===== config.mk =====
export PLATFORM = sky130hd
export DESIGN_NAME = microSeq
export DESIGN_NICKNAME = d
export VERILOG_FILES = /design/src/source/cramPkg.sv /design/src/source/seqPkg.sv /design/src/source/microSeq.sv
export SDC_FILE = /design/constraint.sdc
export NUM_CORES = 1
export LEC_CHECK = 0
export BUFFER_PORTS_ARGS = -buffer_cell sky130_fd_sc_hd__buf_2
export CAP_MARGIN = 20
export CORE_ASPECT_RATIO = 1.25
export CORE_MARGIN = 2
export CORE_UTILIZATION = 35
export CTS_CLUSTER_SIZE = 16
export DETAILED_ROUTE_END_ITERATION = 7
export HOLD_SLACK_MARGIN = 0.12
export PLACE_DENSITY_LB_ADDON = 0.15
export SYNTH_ARGS = -nofsm -noshare
export SYNTH_HDL_FRONTEND = slang
export SYNTH_SLANG_ARGS = --single-unit

===== constraint.sdc =====
create_clock -name eboxClk -period 4.35 [get_ports eboxClk]
set_input_delay 0.435 -clock eboxClk [delete_from_list [all_inputs] [get_ports eboxClk]]
set_output_delay 0.435 -clock eboxClk [all_outputs]
set_load 0.05 [all_outputs]

===== src/source/cramPkg.sv =====
package cramPkg;

  localparam int cramWidth = 84;

  // Raw microword, bit 0 on the left as in the KL10 prints
  typedef logic [0:cramWidth-1] tCramWord;

  // Jump address, bits 1..11
  typedef logic [0:10] tCRAM_J;

  // ALU function and its input selects
  typedef logic [0:5] tCRAM_AD;
  typedef logic [0:2] tCRAM_ADA;
  typedef logic [0:1] tCRAM_ADB;

  // Register load selects
  typedef logic [0:2] tCRAM_AR;
  typedef logic [0:2] tCRAM_ARX;
  typedef logic [0:2] tCRAM_FMADR;
  typedef logic [0:2] tCRAM_SCAD;
  typedef logic [0:1] tCRAM_SH;

  // Memory control
  typedef logic [0:1] tCRAM_VMA;
  typedef logic [0:1] tCRAM_TIME;
  typedef logic [0:3] tCRAM_MEM;

  // Sequencer control, bits 60..71
  typedef logic [0:5] tCRAM_SKIP;
  typedef logic [0:4] tCRAM_DISP;

  // Bits 75..83, sub-decodes not modelled
  typedef logic [0:8] tCRAM_MAGIC;

  localparam tCRAM_DISP dispNone = 5'd0;
  localparam tCRAM_DISP dispReturn = 5'd1;
  localparam tCRAM_DISP dispDram = 5'd2;

  localparam tCRAM_SKIP skipNone = 6'd0;

  // Selected by the low three SKIP bits
  localparam int skipCondCount = 8;

endpackage


===== src/source/seqPkg.sv =====
package seqPkg;

  localparam int cradrWidth = 11;
  localparam int cramDepth = 2048;

  typedef logic [0:cradrWidth-1] tCradr;

  // Return stack geometry
  localparam int stackDepth = 4;
  localparam int stackIdxWidth = 2;

  typedef logic [stackIdxWidth-1:0] tStackIdx;
  // Entry count, 0 means empty
  typedef logic [stackIdxWidth:0] tStackPtr;

  localparam tStackPtr stackFull = tStackPtr'(stackDepth);

  // Dispatch input ORs into the low bits of the address
  localparam int dispWidth = 4;
  localparam int adrLow = cradrWidth - 1;
  localparam int dispLow = cradrWidth - dispWidth;

endpackage


===== src/source/microSeq.sv =====
`timescale 1ns/1ps

module microSeq (
  input logic eboxClk,
  input logic rstN,
  input logic run,
  input cramPkg::tCRAM_J CRAM_J,
  input cramPkg::tCRAM_SKIP CRAM_SKIP,
  input logic CRAM_CALL,
  input cramPkg::tCRAM_DISP CRAM_DISP,
  input logic [cramPkg::skipCondCount-1:0] skipCond,
  input logic [seqPkg::dispWidth-1:0] dispIn,
  input logic loadEn,
  output seqPkg::tCradr CRADR,
  output seqPkg::tCradr nextAdr
);
  import cramPkg::*;
  import seqPkg::*;

  tCradr stack [stackDepth];
  tStackPtr sp;
  tStackPtr popCount;
  tStackPtr spNext;
  tCradr topAdr;
  tCradr baseAdr;
  tCradr stepAdr;
  tCradr retAdr;
  logic isReturn;
  logic doPop;

  assign isReturn = CRAM_DISP == dispReturn;
  assign doPop = isReturn && (sp != '0);

  // Return from an empty stack lands on 0
  assign topAdr = doPop ? stack[tStackIdx'(sp - tStackPtr'(1))] : '0;
  assign retAdr = CRADR + tCradr'(1);

  // Pop first, then push on top of what is left
  always_comb begin
    popCount = doPop ? sp - tStackPtr'(1) : sp;
    if (!CRAM_CALL) begin
      spNext = popCount;
    end else if (popCount == stackFull) begin
      spNext = stackFull;
    end else begin
      spNext = popCount + tStackPtr'(1);
    end
  end

  always_comb begin
    baseAdr = isReturn ? topAdr : CRAM_J;
    stepAdr = baseAdr;

    if (CRAM_SKIP != skipNone) begin
      stepAdr[adrLow] = stepAdr[adrLow] | skipCond[CRAM_SKIP[3:5]];
    end

    if (CRAM_DISP == dispDram) begin
      stepAdr[dispLow +: dispWidth] = stepAdr[dispLow +: dispWidth] | dispIn;
    end

    // Stalled machine keeps rereading the current word
    nextAdr = run ? stepAdr : CRADR;
  end

  always_ff @(posedge eboxClk or negedge rstN) begin
    if (!rstN) begin
      CRADR <= '0;
      sp <= '0;
    end else if (run) begin
      CRADR <= nextAdr;
      sp <= spNext;
    end
  end

  always_ff @(posedge eboxClk) begin
    if (run && CRAM_CALL) begin
      if (popCount == stackFull) begin
        // Full, oldest return address falls off the bottom
        for (int i = 0; i < stackDepth - 1; i++) begin
          stack[i] <= stack[i + 1];
        end
        stack[stackDepth - 1] <= retAdr;
      end else begin
        stack[tStackIdx'(popCount)] <= retAdr;
      end
    end
  end

  spInRange: assert property (
    @(posedge eboxClk) disable iff (!rstN)
    sp <= stackFull
  );

  // Loader only writes while the machine is stopped
  noLoadWhileRun: assert property (
    @(posedge eboxClk) disable iff (!rstN)
    !(loadEn && run)
  );

  holdOnStall: assert property (
    @(posedge eboxClk) disable iff (!rstN)
    !run |=> $stable(CRADR)
  );

endmodule


### Yosys cells after proc, flatten, opt, wreduce, memory -nomap -nowiden

Memories as Yosys holds them, arrays and structs flattened.
Cells that the tools add are included.

* RAM bits: 44
* register bits after elaboration: 14
* memories: 1
* input port bits: 39
* word-level logic and storage cells: 36

Memories
* stack: depth 4, width 11, rd ports 4, clocked after memory_dff 0, write ports 4, line microSeq.sv:20 `tCradr stack [stackDepth];`

* order comparisons: 1
* eq/ne operators: 3
* add/subtract/negate cells: 3
* bitwise gates (word level): 2
* reductions and logical operators: 5
* multiplexer cells: 19

Operators by type and width (number)
* 11-bit 2-to-1 mux: 4
* 11-bit by 1-bit adder with 11-bit output (second input constant): 1
* 11-bit OR reduction: 1
* 1-bit 2-to-1 mux: 9
* 3-bit 2-to-1 mux: 3
* 6-bit nonzero test: 1
* 5-bit by 1-bit == test with 1-bit output (second input constant): 1
* 5-bit by 2-bit == test with 1-bit output (second input constant): 1
* 3-bit by 4-bit < comparator with 1-bit output (second input constant): 1
* 4-bit 2-to-1 mux: 1
* 4-bit OR: 1
* 3-bit by 1-bit adder with 3-bit output (second input constant): 1
* 1-bit binary-select mux with 3-bit select: 1
* 3-bit == test (second input constant): 1
* 3-bit nonzero test: 1
* 3-bit by 1-bit subtractor with 3-bit output (second input constant): 1
* 1-bit logical AND: 2
* 2-bit 2-to-1 mux: 1
* 1-bit OR: 1

### Longest topological paths before layout

* depth in word-level cells: 9
* gate-level depth with buffers: 13
* gate-level depth less buffers: 12

### Worst setup path after synthesis

No wires, ideal clock.

* path type: register to register
* start point: register sp[1]
* end point: memory stack[2][0] (netlist name) (enable)
* setup time: 0.380 ns
* cell stages (with the launch flop): 11
* clock period less this slack: 3.211 ns
* path buffers: 1
* slack: 1.139 ns
* arrival: 2.832 ns
* required time: 3.970 ns
* path through: dfrtp_1 inv_1 ha_1 buf_1 nor2_1 a21oi_1 ha_1 nand2_1 mux2_2 nand2b_1 nor2b_1

RTL lines
* from (decl): line microSeq.sv:21 `tStackPtr sp;`
* from (signal assigned): line microSeq.sv:72 `sp <= spNext;`
* to (decl): line microSeq.sv:20

==> impl_metrics.py <==
metrics = {
    "power": {
        "peakVddDrop_uv": 267,
        "p_sw_frac": 0.317,
        "seqPwrFrac": 0.322,
        "p_switching_mw": 0.757,
        "power.leakage_nw": 1.64,
        "design_power_total_mw": 2.39,
        "clkPwrFrac": 0.336,
        "p_per_area_nw_per_um2": 580,
        "intPower_mw": 1.63,
        "power_frac_comb": 0.341,
    },
    "global_route": {
        "antenna_found_initial": 0,
        "grt_overflow": 0,
        "grtUsageTotal": 0.174,
        "grt_pass1_wl_um": 13500,
        "grt_pass1_vias": 2412,
        "grt_max_degree": 43,
    },
    "critical_path": {
        "crit_path_end": "stack[2][5]$_DFFE_PP_",
        "cp_data_required_time_ns": 4.42,
        "path_class": "flop to flop",
        "rr_startpoint": "sp[0]$_DFFE_PN0P_",
        "ff2ff_path_depth": 12,
        "path_max_fanout": 17,
        "r2r_slack_ns": 0.70,
        "crit_path_start_kind": "flop",
        "setup.worst_path.start": "sp[0]$_DFFE_PN0P_",
        "r2r_end": "stack[2][5]$_DFFE_PP_",
        "worstPathArrival_ns": 3.72,
        "end_kind": "flop",
    },
    "floorplan": {
        "fp.dieW_um": 91.1,
        "io-pin-count": 61,
        "core_area_um2": 9170,
        "die_h_um": 113,
        "row_count": 39,
        "die-area_um2": 10300,
        "initial_core_util": 0.362,
    },
    "sta": {
        "tns_ns": 0,
        "rsz0062_at_grt": "false",
        "fin_skew_ns": 0.00570,
        "fin_crit_ns": 3.65,
        "maxSlewHeadroom": 0.321,
        "final_hold_viol_count": 0,
        "clock.fmax_ghz": 0.274,
        "post-route-period-util": 0.838,
        "setup_viol": 0,
        "worst_pin_slew_ns": 1.02,
        "slew_viol_final": 0,
    },
    "routing": {
        "vias": 2401,
        "drtPass1Iterations": 4,
        "ant_nets": 0,
        "via_per_inst": 5.34,
        "wirelength_um": 8310,
        "drt-wirelength-per-cell_um": 18.5,
        "drc": 0,
        "drtIter0Drc": 178,
    },
    "synthesis": {
        "yosys.area.top_type": "edfxtp_1",
        "synthCells": 255,
        "syn-cell-area_um2": 3320,
        "synth_seq_cells": 58,
        "ys_warn_count": 0,
        "syn_nets": 299,
        "synthTopCellsByArea": "edfxtp_1, dfrtp_1, mux2_4",
        "avgSynthCellArea_um2": 13.0,
        "ys.flop_type": "edfxtp_1",
        "synth_common_cells": "edfxtp_1, a21oi_1, mux2_4, mux2_2, nor2_1",
        "synth-edff-count": 44,
        "netlist.area_leader.share": 0.398,
        "ys_async_sr_fraction": 0.241,
        "synth_most_common_cell": "edfxtp_1",
        "yosysUniqueCellTypes": 41,
        "ys_seq_area_frac": 0.504,
    },
    "layout": {
        "final.fill_count": 890,
        "num-nets-final": 366,
        "seqCellArea_um2": 1670,
        "final_core_util": 0.448,
        "fin_area_um2": 4110,
        "drive_above_1_share": 0.404,
        "multi_input_comb_area_um2": 1560,
        "syn2layout_area_growth_pct": 23.9,
        "antenna_cells": 0,
    },
    "cts": {
        "clkSinkCount": 58,
        "cts_buffers": 9,
        "htreeDepth": 3,
        "clk_path_buf_depth": 2,
        "clk_latency_ns": 0.33,
        "clkSlewWorstSetupHoldPaths_ns": 0.06,
        "hold_buffers": 1,
        "postCtsResizedCells": 0,
        "clockRootBuffer": "clkbuf_16",
        "cts_setup_buffers": 0,
        "cts_tree": "yes",
    },
    "placement": {
        "dp_hpwl_um": 5590,
        "globalplace.congestion": 0.750,
        "io_buffers": 59,
        "postPlaceCellArea_um2": 3770,
    },
    "worst_hold_path": {
        "holdCritPathClass": "primary input to flop",
    },
    "run_status": {
        "status": "completed",
    },
    "flow_run": {
        "drv_cap": 0,
    },
}
[layer usage]
metal | up-vias | global-route usage | part of all wire
met4 | 0 | 0.0576 | 0.0097
li1 | 1133 | - | -
met1 | 1186 | 0.226 | 0.43
met3 | 6 | 0.0473 | 0.063
met5 | - | 0 | 0
met2 | 76 | 0.282 | 0.49
[cell type report]
cell class / instances / area share
Tap cell: 123 / 0.0374
Inverter: 5 / 0.00456
Timing Repair Buffer: 69 / 0.0906
Sequential cell: 58 / 0.406
Multi-Input combinational cell: 179 / 0.380
Clock inverter: 7 / 0.0262
Clock buffer: 9 / 0.0547
[metrics by stage]
stage	setup WS, ns	hold WS [ns]	std cells
6_report	0.705	0.396	450
5_1_grt	0.329	0.427	450
2_1_floorplan	1.14	0.139	255
4_1_cts	0.692	0.394	450
3_5_place_dp	0.688	0.393	433
3_3_place_gp	0.714	0.390	433
[layout by cell type, fill, tap and decap left out, types with 3 or more instances in the layout]
cell,instances
dfrtp_1,14
and3_1,3
clkbuf_16,9
mux4_2,10
mux2_4,20
buf_4,9
a22oi_1,9
nor2_1,16
inv_1,5
nand4_1,4
bufinv_16,3
a31oi_1,5
edfxtp_1,44
buf_2,59
mux2_2,17
xnor2_1,9
a21oi_1,22
nand2_1,14
mux2i_1,5
ha_1,5
o31ai_1,3
nor3_1,5
nand3_1,5
nand2b_1,4
nor2b_1,3
o21ai_0,3
[state kept, by name, indices dropped and copies added, names as in the netlist]
signal  cells
CRADR      11
sp          3
stack      44
[how the worst min path moves through the flow]
stage,startpoint,endpoint,slack (ns),cells past startpoint
floorplan,rstN,CRADR[0]$_DFFE_PN0P_,0.14,0
global placement,rstN,CRADR[2]$_DFFE_PN0P_,0.39,1
detailed placement,rstN,CRADR[2]$_DFFE_PN0P_,0.39,1
CTS,dispIn[1],CRADR[1]$_DFFE_PN0P_,0.39,3
global route,dispIn[2],CRADR[2]$_DFFE_PN0P_,0.43,3
finish,dispIn[2],CRADR[2]$_DFFE_PN0P_,0.40,3
[cells by family after synthesis]
| group | synth area share |
|---|---|
| multiplexers | 0.231 |
| adder cells (fa/ha/maj) | 0.0188 |
| AND/OR/NAND/NOR | 0.0927 |
| AO/OA/AOI/OAI | 0.102 |
| flip-flops | 0.504 |
| buffers and inverters | 0.0253 |
| XOR/XNOR | 0.0264 |
[critical path, cell delays in order (launching register included)]
cell	delay, ns
dfrtp_1	0.38
inv_1	0.20
ha_1	0.23
nor2b_1	0.27
nor3_4	0.07
buf_4	0.21
xnor2_1	0.21
inv_1	0.07
ha_1	0.22
nand2_1	0.07
mux2_2	0.25
nand4_1	0.66
mux2_2	0.54
[power by group through the flow]
stage	clock, mW	combinational (mW)	sequential (mW)
6_report	0.802	0.814	0.769
5_1_grt	0.839	0.889	0.782
4_1_cts	0.813	0.827	0.770
3_5_place_dp	0	0.818	0.778
3_3_place_gp	0	0.818	0.777
2_1_floorplan	0	0.587	0.793
Note: power is estimated with default switching activity, not from simulation.
